--- src/arb_macros.svh ---
// sizes and register offsets for the arbiter; ARB_NUM_IN must be a power of two equal to 2**ARB_IDX_W
`ifndef ARB_MACROS_SVH
`define ARB_MACROS_SVH

//////////////////////////////////////////////////
// arbiter sizes
//////////////////////////////////////////////////

// number of requesters on the input side
`define ARB_NUM_IN 8
// width of the requester index, log2 of ARB_NUM_IN
`define ARB_IDX_W 3
// width of the payload carried with each request
`define ARB_DATA_W 32

//////////////////////////////////////////////////
// configuration bus and register map
//////////////////////////////////////////////////

// AXI4-Lite address and data widths
`define AXIL_ADDR_W 4
`define AXIL_DATA_W 32

// control register, bit 0 mode, bit 1 lock enable, bit 2 flush
`define ARB_REG_CTRL 4'h0
// read-only count of completed output handshakes
`define ARB_REG_COUNT 4'h4

`endif

--- src/arb_pkg.sv ---
// arbitration types; widths come from the macro header, so include it before this package
`include "arb_macros.svh"

package arb_pkg;

  // requester index and payload words
  typedef logic [`ARB_IDX_W-1:0]  arb_idx_t;
  typedef logic [`ARB_DATA_W-1:0] arb_data_t;

  //////////////////////////////////////////////////
  // priority update rule
  //////////////////////////////////////////////////

  // rotate advances the pointer by one after every served grant
  // fair jumps to the next active requester above the pointer and wraps
  typedef enum logic {
    ARB_ROTATE = 1'b0,
    ARB_FAIR   = 1'b1
  } arb_mode_e;

  // steering bundle from the register block into the priority controller
  // flush is a single-cycle pulse that clears pointer and lock
  typedef struct packed {
    arb_mode_e mode;
    logic      lock_en;
    logic      flush;
  } arb_cfg_t;

  //////////////////////////////////////////////////
  // arbiter output
  //////////////////////////////////////////////////

  // req is high while any effective request is pending
  // idx names the winning requester and data is its payload
  typedef struct packed {
    logic      req;
    arb_idx_t  idx;
    arb_data_t data;
  } arb_out_t;

endpackage

--- src/axil_pkg.sv ---
// AXI4-Lite channel bundles without prot or id signals; widths come from the macro header
`include "arb_macros.svh"

package axil_pkg;

  typedef logic [`AXIL_ADDR_W-1:0]   axil_addr_t;
  typedef logic [`AXIL_DATA_W-1:0]   axil_data_t;
  typedef logic [`AXIL_DATA_W/8-1:0] axil_strb_t;

  // only the two codes this slave can return
  typedef enum logic [1:0] {
    OKAY   = 2'b00,
    SLVERR = 2'b10
  } axil_resp_e;

  //////////////////////////////////////////////////
  // master driven signals
  //////////////////////////////////////////////////

  // write address, write data and read address channels plus both response readies
  typedef struct packed {
    logic       aw_valid;
    axil_addr_t aw_addr;
    logic       w_valid;
    axil_data_t w_data;
    axil_strb_t w_strb;
    logic       b_ready;
    logic       ar_valid;
    axil_addr_t ar_addr;
    logic       r_ready;
  } axil_req_t;

  //////////////////////////////////////////////////
  // slave driven signals
  //////////////////////////////////////////////////

  // channel readies and the two response channels
  typedef struct packed {
    logic       aw_ready;
    logic       w_ready;
    logic       b_valid;
    axil_resp_e b_resp;
    logic       ar_ready;
    logic       r_valid;
    axil_data_t r_data;
    axil_resp_e r_resp;
  } axil_rsp_t;

endpackage

--- src/arb_cfg_regs.sv ---
// AXI4-Lite slave, AW and W must arrive together, one write and one read in flight, only byte 0 of CTRL is writable
`timescale 1ns/1ps
`include "arb_macros.svh"

module arb_cfg_regs (
  input  logic                clk_i,
  input  logic                rst_ni,
  input  axil_pkg::axil_req_t axil_req_i,
  output axil_pkg::axil_rsp_t axil_rsp_o,
  input  logic                handshake_i,
  output arb_pkg::arb_cfg_t   cfg_o
);

  typedef enum logic {
    WR_IDLE,
    WR_RESP
  } wr_state_e;

  typedef enum logic {
    RD_IDLE,
    RD_RESP
  } rd_state_e;

  wr_state_e             wr_state_q;
  rd_state_e             rd_state_q;
  logic                  wr_accept;
  logic                  rd_accept;
  logic                  wr_ctrl_hit;
  logic                  wr_count_hit;
  logic                  ctrl_we;
  arb_pkg::arb_mode_e    mode_q;
  logic                  lock_en_q;
  logic [`AXIL_DATA_W-1:0] count_q;
  axil_pkg::axil_resp_e  bresp_q;
  axil_pkg::axil_data_t  rdata_d;
  axil_pkg::axil_data_t  rdata_q;
  axil_pkg::axil_resp_e  rresp_d;
  axil_pkg::axil_resp_e  rresp_q;

  //////////////////////////////////////////////////
  // write channel
  //////////////////////////////////////////////////

  // a write is taken only when address and data are both offered
  assign wr_accept    = (wr_state_q == WR_IDLE) && axil_req_i.aw_valid && axil_req_i.w_valid;
  assign wr_ctrl_hit  = (axil_req_i.aw_addr == `ARB_REG_CTRL);
  assign wr_count_hit = (axil_req_i.aw_addr == `ARB_REG_COUNT);
  assign ctrl_we      = wr_accept && wr_ctrl_hit && axil_req_i.w_strb[0];

  // mode and lock enable land at the acceptance edge, the same edge that raises bvalid
  always_ff @(posedge clk_i or negedge rst_ni) begin
    if (!rst_ni) begin
      wr_state_q <= WR_IDLE;
      mode_q     <= arb_pkg::ARB_FAIR;
      lock_en_q  <= 1'b0;
    end else begin
      case (wr_state_q)
        WR_IDLE: begin
          if (wr_accept) begin
            wr_state_q <= WR_RESP;
          end
          if (ctrl_we) begin
            mode_q    <= arb_pkg::arb_mode_e'(axil_req_i.w_data[0]);
            lock_en_q <= axil_req_i.w_data[1];
          end
        end
        default: begin
          if (axil_req_i.b_ready) begin
            wr_state_q <= WR_IDLE;
          end
        end
      endcase
    end
  end

  // COUNT is mapped, a write to it is dropped but still answered OKAY
  always_ff @(posedge clk_i) begin
    if (wr_accept) begin
      bresp_q <= (wr_ctrl_hit || wr_count_hit) ? axil_pkg::OKAY : axil_pkg::SLVERR;
    end
  end

  //////////////////////////////////////////////////
  // read channel
  //////////////////////////////////////////////////

  assign rd_accept = (rd_state_q == RD_IDLE) && axil_req_i.ar_valid;

  // flush is a pulse and always reads back as zero
  always_comb begin
    rdata_d = '0;
    rresp_d = axil_pkg::OKAY;
    case (axil_req_i.ar_addr)
      `ARB_REG_CTRL: begin
        rdata_d[0] = mode_q;
        rdata_d[1] = lock_en_q;
      end
      `ARB_REG_COUNT: begin
        rdata_d = count_q;
      end
      default: begin
        rresp_d = axil_pkg::SLVERR;
      end
    endcase
  end

  always_ff @(posedge clk_i or negedge rst_ni) begin
    if (!rst_ni) begin
      rd_state_q <= RD_IDLE;
    end else if (rd_accept) begin
      rd_state_q <= RD_RESP;
    end else if ((rd_state_q == RD_RESP) && axil_req_i.r_ready) begin
      rd_state_q <= RD_IDLE;
    end
  end

  // read data is sampled at acceptance and held until rready
  always_ff @(posedge clk_i) begin
    if (rd_accept) begin
      rdata_q <= rdata_d;
      rresp_q <= rresp_d;
    end
  end

  //////////////////////////////////////////////////
  // handshake counter and outputs
  //////////////////////////////////////////////////

  // wraps silently after 2**32 transfers
  always_ff @(posedge clk_i or negedge rst_ni) begin
    if (!rst_ni) begin
      count_q <= '0;
    end else if (handshake_i) begin
      count_q <= count_q + 1'b1;
    end
  end

  always_comb begin
    axil_rsp_o.aw_ready = wr_accept;
    axil_rsp_o.w_ready  = wr_accept;
    axil_rsp_o.b_valid  = (wr_state_q == WR_RESP);
    axil_rsp_o.b_resp   = bresp_q;
    axil_rsp_o.ar_ready = rd_accept;
    axil_rsp_o.r_valid  = (rd_state_q == RD_RESP);
    axil_rsp_o.r_data   = rdata_q;
    axil_rsp_o.r_resp   = rresp_q;
  end

  // the flush pulse reaches the pointer in the acceptance cycle itself
  assign cfg_o.mode    = mode_q;
  assign cfg_o.lock_en = lock_en_q;
  assign cfg_o.flush   = ctrl_we && axil_req_i.w_data[2];

  // a write response must not be withdrawn before the master takes it
  b_hold_a : assert property (@(posedge clk_i) disable iff (!rst_ni)
    axil_rsp_o.b_valid && !axil_req_i.b_ready |=> axil_rsp_o.b_valid)
    else $error("bvalid dropped before bready");

endmodule

--- src/arb_prio_ctrl.sv ---
// priority pointer and lock state; with lock enabled the requesters must hold unserved requests
`timescale 1ns/1ps
`include "arb_macros.svh"

module arb_prio_ctrl (
  input  logic                   clk_i,
  input  logic                   rst_ni,
  input  arb_pkg::arb_cfg_t      cfg_i,
  input  logic [`ARB_NUM_IN-1:0] req_i,
  input  arb_pkg::arb_out_t      out_i,
  input  logic                   gnt_i,
  output arb_pkg::arb_idx_t      rr_o,
  output logic [`ARB_NUM_IN-1:0] req_eff_o
);

  arb_pkg::arb_idx_t      rr_q;
  arb_pkg::arb_idx_t      rr_d;
  logic                   lock_q;
  logic                   lock_d;
  logic [`ARB_NUM_IN-1:0] req_q;
  logic                   handshake;
  logic [`ARB_NUM_IN-1:0] upper_mask;
  logic [`ARB_NUM_IN-1:0] lower_mask;
  arb_pkg::arb_idx_t      upper_idx;
  arb_pkg::arb_idx_t      lower_idx;
  logic                   upper_empty;

  // position of the lowest set bit, zero for an empty vector
  function automatic arb_pkg::arb_idx_t lowest_set(input logic [`ARB_NUM_IN-1:0] vec);
    arb_pkg::arb_idx_t pos;
    pos = '0;
    for (int i = `ARB_NUM_IN - 1; i >= 0; i--) begin
      if (vec[i]) begin
        pos = arb_pkg::arb_idx_t'(i);
      end
    end
    return pos;
  endfunction

  //////////////////////////////////////////////////
  // lock-in
  //////////////////////////////////////////////////

  assign handshake = out_i.req && gnt_i;

  // a pending but ungranted output freezes the request set seen by the tree
  assign lock_d    = cfg_i.lock_en && out_i.req && !gnt_i;
  assign req_eff_o = lock_q ? req_q : req_i;

  //////////////////////////////////////////////////
  // next pointer
  //////////////////////////////////////////////////

  // upper holds the candidates strictly above the pointer, lower the rest
  always_comb begin
    for (int i = 0; i < `ARB_NUM_IN; i++) begin
      upper_mask[i] = req_eff_o[i] && (i > int'(rr_q));
      lower_mask[i] = req_eff_o[i] && (i <= int'(rr_q));
    end
  end

  assign upper_idx   = lowest_set(upper_mask);
  assign lower_idx   = lowest_set(lower_mask);
  assign upper_empty = ~|upper_mask;

  // the pointer only moves on a served transfer
  always_comb begin
    rr_d = rr_q;
    if (handshake) begin
      if (cfg_i.mode == arb_pkg::ARB_FAIR) begin
        rr_d = upper_empty ? lower_idx : upper_idx;
      end else if (rr_q == arb_pkg::arb_idx_t'(`ARB_NUM_IN - 1)) begin
        rr_d = '0;
      end else begin
        rr_d = rr_q + 1'b1;
      end
    end
  end

  always_ff @(posedge clk_i or negedge rst_ni) begin
    if (!rst_ni) begin
      rr_q   <= '0;
      lock_q <= 1'b0;
      req_q  <= '0;
    end else if (cfg_i.flush) begin
      rr_q   <= '0;
      lock_q <= 1'b0;
      req_q  <= '0;
    end else begin
      rr_q   <= rr_d;
      lock_q <= lock_d;
      req_q  <= cfg_i.lock_en ? req_eff_o : '0;
    end
  end

  assign rr_o = rr_q;

  // the winner must survive a stalled cycle once lock-in is on
  lock_idx_a : assert property (@(posedge clk_i) disable iff (!rst_ni)
    cfg_i.lock_en && out_i.req && !gnt_i && !cfg_i.flush |=> out_i.idx == $past(out_i.idx))
    else $error("arbiter changed its decision while locked");

endmodule

--- src/arb_tree.sv ---
// combinational selection tree for a power-of-two requester count; outputs follow req_i in the same cycle
`timescale 1ns/1ps
`include "arb_macros.svh"

module arb_tree (
  input  logic [`ARB_NUM_IN-1:0]                  req_i,
  input  arb_pkg::arb_idx_t                       rr_i,
  input  logic [`ARB_NUM_IN-1:0][`ARB_DATA_W-1:0] data_i,
  input  logic                                    gnt_i,
  output logic [`ARB_NUM_IN-1:0]                  gnt_o,
  output arb_pkg::arb_out_t                       out_o
);

  localparam int unsigned NumLevels = `ARB_IDX_W;
  localparam int unsigned NumNodes  = (2 ** NumLevels) - 1;

  // node n of level l sits at 2**l-1+n, the root is node 0
  logic [NumNodes-1:0]                         req_nodes;
  logic [NumNodes-1:0]                         gnt_nodes;
  arb_pkg::arb_idx_t [NumNodes-1:0]            idx_nodes;
  logic [NumNodes-1:0][`ARB_DATA_W-1:0]        data_nodes;

  assign gnt_nodes[0] = gnt_i;

  for (genvar lvl = 0; lvl < NumLevels; lvl++) begin : gen_level
    for (genvar n = 0; n < 2 ** lvl; n++) begin : gen_node
      localparam int unsigned Node = (2 ** lvl) - 1 + n;
      // the root decides on the pointer MSB, the leaves on its LSB
      localparam int unsigned Bit  = NumLevels - 1 - lvl;
      logic sel;

      //////////////////////////////////////////////////
      // leaves pair up neighbouring inputs
      //////////////////////////////////////////////////
      if (lvl == NumLevels - 1) begin : gen_leaf
        logic lo_req;
        logic hi_req;

        assign lo_req          = req_i[2*n];
        assign hi_req          = req_i[2*n+1];
        assign req_nodes[Node] = lo_req | hi_req;
        // upper input wins if the lower is idle or the pointer favours it
        assign sel             = ~lo_req | (hi_req & rr_i[Bit]);
        assign idx_nodes[Node] = arb_pkg::arb_idx_t'(sel);
        assign data_nodes[Node] = sel ? data_i[2*n+1] : data_i[2*n];
        // grants are gated by the input's own request
        assign gnt_o[2*n]      = gnt_nodes[Node] & lo_req & ~sel;
        assign gnt_o[2*n+1]    = gnt_nodes[Node] & hi_req & sel;

      //////////////////////////////////////////////////
      // inner nodes merge two subtrees
      //////////////////////////////////////////////////
      end else begin : gen_inner
        localparam int unsigned Child = (2 ** (lvl + 1)) - 1 + 2 * n;

        assign req_nodes[Node] = req_nodes[Child] | req_nodes[Child+1];
        assign sel             = ~req_nodes[Child] | (req_nodes[Child+1] & rr_i[Bit]);
        // this level contributes its own bit on top of the child's lower bits
        assign idx_nodes[Node] = sel ?
          (idx_nodes[Child+1] | (arb_pkg::arb_idx_t'(1) << Bit)) : idx_nodes[Child];
        assign data_nodes[Node] = sel ? data_nodes[Child+1] : data_nodes[Child];
        assign gnt_nodes[Child]   = gnt_nodes[Node] & ~sel;
        assign gnt_nodes[Child+1] = gnt_nodes[Node] & sel;
      end
    end
  end

  assign out_o.req  = req_nodes[0];
  assign out_o.idx  = idx_nodes[0];
  assign out_o.data = data_nodes[0];

  // the grant must reach exactly the leaf that the index names
  always_comb begin
    onehot_a : assert final ($onehot0(gnt_o))
      else $error("more than one input granted");
    if (out_o.req && gnt_i) begin
      gnt_idx_a : assert final (gnt_o[out_o.idx])
        else $error("grant does not match the selected index");
    end
  end

endmodule

--- src/arb_tree_top.sv ---
// arbiter with AXI4-Lite steering; the arbitration path is combinational from req_i to out_o and gnt_o
`timescale 1ns/1ps
`include "arb_macros.svh"

module arb_tree_top (
  input  logic                                    clk_i,
  input  logic                                    rst_ni,
  input  logic [`ARB_NUM_IN-1:0]                  req_i,
  input  logic [`ARB_NUM_IN-1:0][`ARB_DATA_W-1:0] data_i,
  output logic [`ARB_NUM_IN-1:0]                  gnt_o,
  output arb_pkg::arb_out_t                       out_o,
  input  logic                                    gnt_i,
  input  axil_pkg::axil_req_t                     axil_req_i,
  output axil_pkg::axil_rsp_t                     axil_rsp_o
);

  arb_pkg::arb_cfg_t      cfg;
  arb_pkg::arb_idx_t      rr;
  logic [`ARB_NUM_IN-1:0] req_eff;
  logic                   handshake;

  // a transfer completes whenever the output request meets the consumer grant
  assign handshake = out_o.req && gnt_i;

  // register block that steers mode, lock and flush
  arb_cfg_regs u_cfg_regs (
    .clk_i       (clk_i),
    .rst_ni      (rst_ni),
    .axil_req_i  (axil_req_i),
    .axil_rsp_o  (axil_rsp_o),
    .handshake_i (handshake),
    .cfg_o       (cfg)
  );

  // pointer and lock state, sees the tree's own decision
  arb_prio_ctrl u_prio_ctrl (
    .clk_i     (clk_i),
    .rst_ni    (rst_ni),
    .cfg_i     (cfg),
    .req_i     (req_i),
    .out_i     (out_o),
    .gnt_i     (gnt_i),
    .rr_o      (rr),
    .req_eff_o (req_eff)
  );

  // selection tree works on the effective, possibly locked, requests
  arb_tree u_tree (
    .req_i  (req_eff),
    .rr_i   (rr),
    .data_i (data_i),
    .gnt_i  (gnt_i),
    .gnt_o  (gnt_o),
    .out_o  (out_o)
  );

endmodule

--- config.mk ---
export PLATFORM = sky130hd
export DESIGN_NAME = arb_tree_top
export DESIGN_NICKNAME = d
export VERILOG_FILES = /design/src/arb_pkg.sv /design/src/axil_pkg.sv /design/src/arb_cfg_regs.sv /design/src/arb_prio_ctrl.sv /design/src/arb_tree.sv /design/src/arb_tree_top.sv
export VERILOG_INCLUDE_DIRS = /design/src
export SDC_FILE = /design/constraint.sdc
export NUM_CORES = 1
export LEC_CHECK = 0
export BUFFER_PORTS_ARGS = -buffer_cell sky130_fd_sc_hd__clkbuf_2
export CORE_AREA = 2 2 154 156
export CTS_CLUSTER_SIZE = 20
export DETAILED_ROUTE_END_ITERATION = 6
export DIE_AREA = 0 0 156 158
export GPL_TIMING_DRIVEN = 0
export PLACE_DENSITY_LB_ADDON = 0.05
export SETUP_SLACK_MARGIN = 0.4
export SLEW_MARGIN = 20
export SYNTH_ARGS = -nofsm -noshare
export SYNTH_HDL_FRONTEND = slang
export SYNTH_SLANG_ARGS = --single-unit
--- constraint.sdc ---
create_clock -name clk_i -period 7 [get_ports clk_i]
set_input_delay 0.35 -clock clk_i [delete_from_list [all_inputs] [get_ports clk_i]]
set_output_delay 0.35 -clock clk_i [all_outputs]
set_load 0.03 [all_outputs]
==> impl_metrics.toml, run 1 <==
[synthesis]
synthFlopType = "dfrtp_1"
synth_edf_count = 34
synth_cell_types = 62
yosysMostFrequentCell = "mux2i_1"
synth.top_cell.area_share_pct = 29.7
synth_common_cells = "205 x mux2i_1, 47 x dfrtp_1, 34 x edfxtp_1, 29 x mux2_4, 29 x nor2_1"
post_synth_inst_count = 655
syn_area_sq_um = 6910
yosysSeqAreaShare_pct = 32.2
syn_area_per_cell_sq_um = 10.6
async_flop_share_pct = 58.5
synth_top_area_cell = "mux2i_1"
ys_warn_count = 0
ys_ff_latch = 82
netlist_top_cells_area = "mux2i_1 30%, dfrtp_1 17%, edfxtp_1 15%, mux2_4 6.3%, and2_1 2.4%"

[setup_path]
r2r_cells = 6
arrival_ns = 3.20
cp_slowest_cell = "mux2i_2"
crit_buf_inv = 3
critical_path.endpoint_type = "primary output"
path_cells = "buf_2 > a21boi_0 > mux2i_2 > buf_2 > mux2i_1 > mux2i_1 > mux2_4 > clkbuf_2"
critPathKind = "reg2out"
path_depth = 8
required_ns = 6.65
path_delay_family = "multiplexers"
cpPeakStageDelay_ns = 0.72
critPathLaunchType = "flip-flop"
r2r_setup_slack_ns = 4.38
cp_max_fo = 10

[clock_tree]
clk_pin_slew_ns = 0.07
cts.sinks = 82
cts_root_buffer = "clkbuf_16"
clock_path_buffers = 2
clock_latency_ns = 0.34
cts_setup_buffers = 0
htree_levels = 3
cts_tree = "built"
postCtsResizedCells = 0
cts_hold_buf = 0
numCtsBuffers = 9

[timing]
hold_viol = 0
drv_slew = 0
rsz0062_at_grt = "false"
max_freq_ghz = 0.282
tightest_slew_ns = 1.02
fin_tns_setup_ns = 0
timing.final.crit_period_ns = 3.55
fin_crit_sh_pct = 50.7
relSlewSlack_pct = 29.9
final.setup_skew_ns = 0.00617
finalSetupViolations = 0

[routing]
ant_nets = 0
drt-pass1-iter-count = 4
dr_total_vias = 6364
drt_iter0_markers = 253
wl_per_cell_um = 19.1
drcViolationCount = 0
drt-total-wl_um = 25400
viasPerCell = 4.79

[run_status]
status = "complete, no violations"

[power]
p_leak_nw = 4.98
max-vdd-ir-drop_uv = 220
powerDensity_nw_per_um2 = 281

[floorplan]
ioPinCount = 401
dieArea_sq_um = 24600
die_w_um = 156
num_rows = 56
start_util_pct = 30.0
die_y_um = 158
core_sq_um = 23100

[placement]
io_buffers = 366
place_area_sq_um = 9140
dp_hpwl_um = 21400
place.gp.congestion = 0.834

[grt]
grt_max_degree = 49
grt_pass1_vias = 6369
grt_usage_pct = 19.7
grt_overflow_total = 0
grt_pass1_wl_um = 36900
antenna_found_initial = 0

[hold_path]
min_path_type = "in2async"

[final_layout]
antennaDiodeCount = 0
finalInstanceArea_sq_um = 9450
area_growth_pct = 36.8
drive_gt1_share_pct = 45.8
fin_nets = 1354

[job]
maxCapViolCount = 0
## placed cells by master, fill, tap and decap left out, drive strengths merged, types with 23 or more instances in the layout
| cell type | n |
|---|---|
| nor2 | 29 |
| clkbuf | 387 |
| buf | 35 |
| edfxtp | 34 |
| nand2 | 23 |
| dfrtp | 47 |
| and2 | 26 |
| mux2 | 40 |
| nor3 | 27 |
| mux2i | 207 |
## path summary, 6_finish.rpt
path,startpoint,to
worst max-delay path,u_prio_ctrl.rr_o[0]$_DFFE_PN0P_,out_o[8]
worst min-delay path,rst_ni,u_prio_ctrl.req_q[4]$_DFF_PN0_
worst max register to register,u_prio_ctrl.lock_q$_DFF_PN0_,u_prio_ctrl.rr_o[0]$_DFFE_PN0P_
worst min register to register,u_cfg_regs.count_q[31]$_DFFE_PN0P_,u_cfg_regs.count_q[31]$_DFFE_PN0P_
max in group asynchronous,rst_ni,u_cfg_regs.count_q[31]$_DFFE_PN0P_
min in group clk_i,axil_req_i[0],u_cfg_regs.rd_state_q$_DFFE_PN0P_
## report_power, final
part	leakage [nW]	switching (W)	internal (W)
Combinational	3.91	0.000900	0.000643
Clock	0.151	0.000204	0.000290
Sequential	0.927	0.0000633	0.000550
## state kept, by name, summed over array words and instances, names as in the netlist
register	cells
u_cfg_regs.count_q	32
u_cfg_regs.rdata_q	32
u_prio_ctrl.req_q	8
u_prio_ctrl.rr_o	3
u_cfg_regs.bresp_q	1
u_cfg_regs.lock_en_q	1
u_cfg_regs.mode_q	1
u_cfg_regs.rd_state_q	1
u_cfg_regs.rresp_q	1
u_cfg_regs.wr_state_q	1
u_prio_ctrl.lock_q	1
## through the flow
| step | hold WS [ns] | cells | setup WS, ns | utilization [%] | power (W) |
|---|---|---|---|---|---|
| 2_1_floorplan | 0.0544 | 656 | 4.08 | - | 0.00172 |
| 6_report | 0.0739 | 1329 | 3.45 | 41.0 | 0.00265 |
| 3_5_place_dp | 0.457 | 1313 | 3.75 | 39.6 | 0.00219 |
| 5_1_grt | 0.132 | 1329 | 3.27 | 41.0 | 0.00281 |
| 4_1_cts | 0.110 | 1329 | 3.34 | 41.0 | 0.00269 |
| 3_3_place_gp | 0.466 | 1312 | 3.52 | 39.5 | 0.00219 |
## metal layers
layer / up-vias / part of all wire [%] / routed length [um] / global-route usage (%)
met2: 202 / 53 / 13400 / 36.1
met4: 0 / 1.6 / 401 / 4.59
li1: 3177 / - / - / -
met5: - / 0 / 0 / 0
met3: 24 / 5.0 / 1260 / 3.78
met1: 2961 / 41 / 10300 / 23.8
## area by class of cell
cell class	count	area, sq um
buffer	45	285
inverter	21	78.8
sequential	82	2220
clock inverter	6	75.1
tap	290	363
fill	2368	13600
timing repair buffer	367	1850
clock buffer	10	239
multi-input combinational	508	4330
## cells by family (layout without fill, tap and decap cells)
family,Yosys count,count (layout),share of synthesized area (%)
DFF,82,82,32.2
buffers and inverters,66,449,5.27
AOI/OAI and AO/OA,63,63,7.15
xor gates and xnor gates,30,30,3.80
adders and majority gates,5,5,0.869
other,1,2,0.0543
muxes,247,247,38.2
and+or+nand+nor,161,161,12.5
## worst register-to-register path, cell delays in order, from the launching register on
cell	delay, ns
dfrtp_1	0.45
buf_4	0.26
mux2i_1	0.87
o32a_1	0.32
o311a_1	0.20
o211ai_1	0.11
a311oi_1	0.29
(Power assumes the default switching activity.)
==> run 2: changes to the inputs <==
--- a/config.mk
+++ b/config.mk
@@ -7,10 +7,10 @@
 export NUM_CORES = 1
 export LEC_CHECK = 0
 export BUFFER_PORTS_ARGS = -buffer_cell sky130_fd_sc_hd__clkbuf_2
-export CORE_AREA = 2 2 154 156
+export CORE_AREA = 2 2 156 158
 export CTS_CLUSTER_SIZE = 20
 export DETAILED_ROUTE_END_ITERATION = 6
-export DIE_AREA = 0 0 156 158
+export DIE_AREA = 0 0 158 160
 export GPL_TIMING_DRIVEN = 0
 export PLACE_DENSITY_LB_ADDON = 0.05
 export SETUP_SLACK_MARGIN = 0.4
==> constraint.sdc (replaced) <==
create_clock -name clk_i -period 3.6 [get_ports clk_i]
set_input_delay 0.18 -clock clk_i [delete_from_list [all_inputs] [get_ports clk_i]]
set_output_delay 0.18 -clock clk_i [all_outputs]
set_load 0.03 [all_outputs]
==> run 2 against run 1 <==
Combinational power up 97%. Sequential power up 94%. First-iteration DRC count down 7.1%. Highest routed layer unchanged.
==> impl_metrics.toml, run 2 (synthesis gave the netlist of run 1 again) <==
[run_status]
status = "complete, no violations"

[floorplan]
ioPinCount = 401
start_util_pct = 29.0
die_w_um = 158
num_rows = 57
dieArea_sq_um = 25300
core_sq_um = 23800
die_y_um = 160

[clock_tree]
clock_latency_ns = 0.34
numCtsBuffers = 9
clk_pin_slew_ns = 0.07
htree_levels = 3
cts_root_buffer = "clkbuf_16"
cts_tree = "built"
cts.sinks = 82
clock_path_buffers = 2

[grt]
grt_pass1_vias = 6466
grt_usage_pct = 19.7
grt_max_degree = 49
grt_overflow_total = 0
antenna_found_initial = 0
grt_pass1_wl_um = 37700

[final_layout]
most-common-layout-cells = "365 x clkbuf_2, 204 x mux2i_1, 47 x dfrtp_1"
antennaDiodeCount = 0
seqCellArea_sq_um = 2220
multi_input_area_sq_um = 4360
fin_nets = 1362
fillers = 2478
reg_top3 = "u_cfg_regs.count_q: 32 flops, u_cfg_regs.rdata_q: 32 flops, u_prio_ctrl.req_q: 8 flops"
drive_gt1_share_pct = 46.0
area_growth_pct = 39.2
mostFrequentLayoutCell = "clkbuf_2"

[setup_path]
path_cells = "buf_6 > nor3b_2 > o22ai_2 > a21boi_4 > inv_2 > buf_6 > mux2_4 > clkbuf_2"
cpPeakStageDelay_ns = 0.45
arrival_ns = 2.85
cp_max_fo = 10
critical_path.endpoint_type = "primary output"
critPathLaunchType = "flip-flop"
required_ns = 3.42
cp_slowest_cell = "dfrtp_1"
crit_top_cell = "buf_6"
critPathKind = "reg2out"

[power]
max-vdd-ir-drop_uv = 286
power_w = 0.00525
powerDensity_nw_per_um2 = 545
p_leak_nw = 5.04

[timing]
whs_ns = 0.0654
fin_tns_setup_ns = 0
fin_crit_sh_pct = 84.1
max_freq_ghz = 0.330
hold_viol = 0
finalSetupViolations = 0
relSlewSlack_pct = 32.9
drv_slew = 0
tightest_slew_ns = 0.978
timing.final.crit_period_ns = 3.03
final.setup_skew_ns = 0.00468
rsz0062_at_grt = "false"

[hold_path]
min_path_type = "in2reg"

[routing]
viasPerCell = 4.68
dr_total_vias = 6416
drt-total-wl_um = 25400
wl_per_cell_um = 18.5
ant_nets = 0
drt-pass1-iter-count = 4
drt_iter0_markers = 235
drcViolationCount = 0

[placement]
dp_hpwl_um = 21400
place.gp.congestion = 0.870
io_buffers = 366

[job]
maxCapViolCount = 0
==> run 2: critical path, delay by kind of cell, from the launching register on <==
family / cells / cell delay [ns]
AOI/OAI and AO/OA: 2 / 0.81
buffers and inverters: 4 / 0.75
DFF: 1 / 0.45
muxes: 1 / 0.30
and+or+nand+nor: 1 / 0.17
==> run 2: layout make-up <==
type | count | share of cell area (%)
flip-flops and latches | 82 | 23.1
multi-input cells | 508 | 45.3
inverters | 21 | 0.819
repair buffers | 375 | 20.1
well taps | 324 | 4.21
clock buffers | 9 | 2.34
clock inverters | 7 | 1.04
plain buffers | 45 | 3.03
==> run 2: report_power, final <==
part / internal (W) / switching [W]
Combinational: 0.00127 / 0.00177
Clock: 0.000615 / 0.000400
Sequential: 0.00107 / 0.000121
==> run 2: what timing repair did <==
item                       CTS  global route
pin swaps                    1             0
hold endpoints to repair    49             0
gates resized for setup      2             4
buffers inserted             2             3
hold buffers                 3             0
setup endpoints to repair   28            26
==> run 2: metal layers <==
| layer | wire length (um) | vias to the layer above | share of wire, % | GRT usage (%) |
|---|---|---|---|---|
| met5 | 0 | - | 0 | 0 |
| met4 | 382 | 0 | 1.5 | 4.75 |
| met3 | 1580 | 21 | 6.2 | 4.31 |
| met2 | 12900 | 224 | 51 | 34.6 |
| met1 | 10600 | 2971 | 42 | 24.5 |
| li1 | - | 3200 | - | - |
==> run 2: worst paths after layout <==
check                                                   startpoint  cells after the start                            endpoint  slack, ns
min in group asynchronous                                   rst_ni                      2     u_cfg_regs.wr_state_q$_DFF_PN0_       0.43
worst max-delay path                  u_prio_ctrl.lock_q$_DFF_PN0_                      8                           out_o[12]       0.57
worst min register to register  u_cfg_regs.count_q[31]$_DFFE_PN0P_                      1  u_cfg_regs.count_q[31]$_DFFE_PN0P_       0.47
max in group asynchronous                                   rst_ni                      2   u_cfg_regs.count_q[3]$_DFFE_PN0P_       2.69
worst max register to register        u_prio_ctrl.lock_q$_DFF_PN0_                      6     u_prio_ctrl.rr_o[0]$_DFFE_PN0P_       1.09
worst min-delay path                                axil_req_i[12]                      2    u_cfg_regs.lock_en_q$_DFFE_PN0P_       0.07
==> run 2: per-stage QoR <==
step | utilization [%] | worst slack, ns | cell area (sq um) | cells
after detailed placement | 38.5 | 0.418 | 9180 | 1347
after global routing | 40.4 | 0.424 | 9620 | 1371
after global placement | 38.4 | 0.295 | 9150 | 1346
after floorplan | - | 0.853 | 6910 | 656
final | 40.4 | 0.572 | 9620 | 1371
after CTS | 40.2 | 0.363 | 9570 | 1368
==> run 3: changes to the inputs <==
==> constraint.sdc (replaced) <==
create_clock -name clk_i -period 3.02 [get_ports clk_i]
set_input_delay 0.151 -clock clk_i [delete_from_list [all_inputs] [get_ports clk_i]]
set_output_delay 0.151 -clock clk_i [all_outputs]
set_load 0.03 [all_outputs]
==> run 3 against run 2 <==
Worst hold slack got worse by 0.020 ns. Clock-buffer cell count unchanged. Register-to-register slack worse by 0.46 ns. Wire length up 3.9%. Critical path depth is 1 higher. Sequential cell count is the same. Die area unchanged. Sequential share of layout area shrank 2.4 points. Global-route usage is 0.88 points higher. Via count rose by 2.6%. Clock skew increased by 0.0078 ns. Design area rose by 11%. Critical endpoint is now out_o[26]. Largest power group unchanged.
==> impl_metrics.toml, run 3 (synthesis gave the netlist of run 1 again) <==
[grt]
grt_pass1_wl_um = 39700
grt_max_degree = 49
grt_usage_pct = 20.6
antenna_found_initial = 2
grt_overflow_total = 0
grt_pass1_vias = 6997

[clock_tree]
clock_latency_ns = 0.34
htree_levels = 3
numCtsBuffers = 9
cts_root_buffer = "clkbuf_16"
cts.sinks = 82
cts_tree = "built"
clock_path_buffers = 2
clk_pin_slew_ns = 0.06

[setup_path]
critPathLaunchType = "flip-flop"
critical_path.endpoint_type = "primary output"
required_ns = 2.87
cp_max_fo = 9
arrival_ns = 2.54
critPathKind = "reg2out"

[floorplan]
start_util_pct = 29.0
ioPinCount = 401
die_w_um = 158
dieArea_sq_um = 25300
core_sq_um = 23800
die_y_um = 160
num_rows = 57

[final_layout]
final_cells = 1397
reg_top3 = "u_cfg_regs.count_q: 32 flops, u_cfg_regs.rdata_q: 32 flops, u_prio_ctrl.req_q: 8 flops"
drive_gt1_share_pct = 50.9
mostFrequentLayoutCell = "clkbuf_2"
most-common-layout-cells = "323 x clkbuf_2, 178 x mux2i_1, 46 x dfrtp_1"
area_growth_pct = 55.1
fillers = 2415
fin_nets = 1387

[timing]
hold_viol = 0
tightest_slew_ns = 0.839
fin_crit_sh_pct = 89.1
timing.final.crit_period_ns = 2.69
finalSetupViolations = 0
final.setup_skew_ns = 0.0125
max_freq_ghz = 0.371
rsz0062_at_grt = "true"
setup_ws_ns = 0.328
drv_slew = 0
relSlewSlack_pct = 44.0

[routing]
dr_total_vias = 6581
wl_per_cell_um = 18.9
drt-total-wl_um = 26400
drt-pass1-iter-count = 4
drcViolationCount = 0
drt_iter0_markers = 229
ant_nets = 0
viasPerCell = 4.71

[job]
maxCapViolCount = 0

[power]
p_leak_nw = 5.39
powerDensity_nw_per_um2 = 668
max-vdd-ir-drop_uv = 312

[hold_path]
min_path_type = "in2reg"

[run_status]
status = "complete, no violations"

[placement]
dpl_worst_slack_ns = -0.0134
io_buffers = 366
dp_hpwl_um = 21200
place.gp.congestion = 0.855
placedCellCount = 1347
==> run 3: cell type report <==
class	count	area, sq um	area share, %
clock inverters	7	76.3	0.712
flip-flops and latches	82	2220	20.8
diodes	1	2.50	0.0233
repair buffers	400	2510	23.5
inverters	21	83.8	0.782
multi-input cells	508	4660	43.5
clock buffers	9	225	2.10
well taps	324	405	3.78
plain buffers	45	528	4.93
==> run 3: worst max-delay path, stage by stage (launching register included) <==
cell and delay (ns):
dfrtp_2 0.46, buf_12 0.17, mux2_4 0.33, a21oi_4 0.15, buf_12 0.15, buf_12 0.14
mux2i_4 0.25, mux2i_4 0.10, mux2_4 0.28, clkbuf_8 0.16
==> run 3: layer usage <==
metal  vias up  global-route usage [%]  routed length (um)
li1       3244                       -                   -
met1      3075                    25.4               10800
met2       228                    36.4               13600
met3        32                    4.02                1460
met4         2                    5.77                 600
met5         -                       0                  13
==> run 3: power breakdown <==
part | leakage [nW] | switching, W | internal [W] | total [W]
sequential | 0.925 | 0.000142 | 0.00128 | 0.00142
clock | 0.144 | 0.000466 | 0.000646 | 0.00111
combinational | 4.32 | 0.00234 | 0.00230 | 0.00463
total | 5.39 | 0.00294 | 0.00422 | 0.00716
==> run 3: final timing paths <==
path,startpoint,to,slack (ns),cells after the start
worst min register to register,u_cfg_regs.count_q[31]$_DFFE_PN0P_,u_cfg_regs.count_q[31]$_DFFE_PN0P_,0.47,1
worst max-delay path,u_prio_ctrl.lock_q$_DFF_PN0_,out_o[26],0.33,9
worst min-delay path,axil_req_i[12],u_cfg_regs.lock_en_q$_DFFE_PN0P_,0.05,2
max in group asynchronous,rst_ni,u_prio_ctrl.lock_q$_DFF_PN0_,2.09,2
worst max register to register,u_prio_ctrl.lock_q$_DFF_PN0_,u_prio_ctrl.rr_o[0]$_DFFE_PN0P_,0.63,7
min in group asynchronous,rst_ni,u_cfg_regs.wr_state_q$_DFF_PN0_,0.41,2
==> run 3: timing repair <==
item                                   4_1_cts  5_1_grt
setup buffers                               19        6
pin swaps                                    7        2
setup endpoints to repair                   43       44
hold buffers                                 3        0
gates cloned                                 4        1
resized for setup                          172       49
endpoints found under the hold margin       49        0
==> run 3: through the flow <==
step / area (sq um) / utilization, % / TNS (ns) / hold slack [ns] / total power (W)
2_1_floorplan: 6930 / - / 0 / -0.145 / 0.00399
3_3_place_gp: 9160 / 38.5 / -0.608 / 0.332 / 0.00507
3_5_place_dp: 9190 / 38.6 / -0.0282 / 0.279 / 0.00505
4_1_cts: 10500 / 44.1 / 0 / 0.0331 / 0.00705
5_1_grt: 10700 / 45.0 / 0 / 0.0444 / 0.00753
6_report: 10700 / 45.0 / 0 / 0.0454 / 0.00716
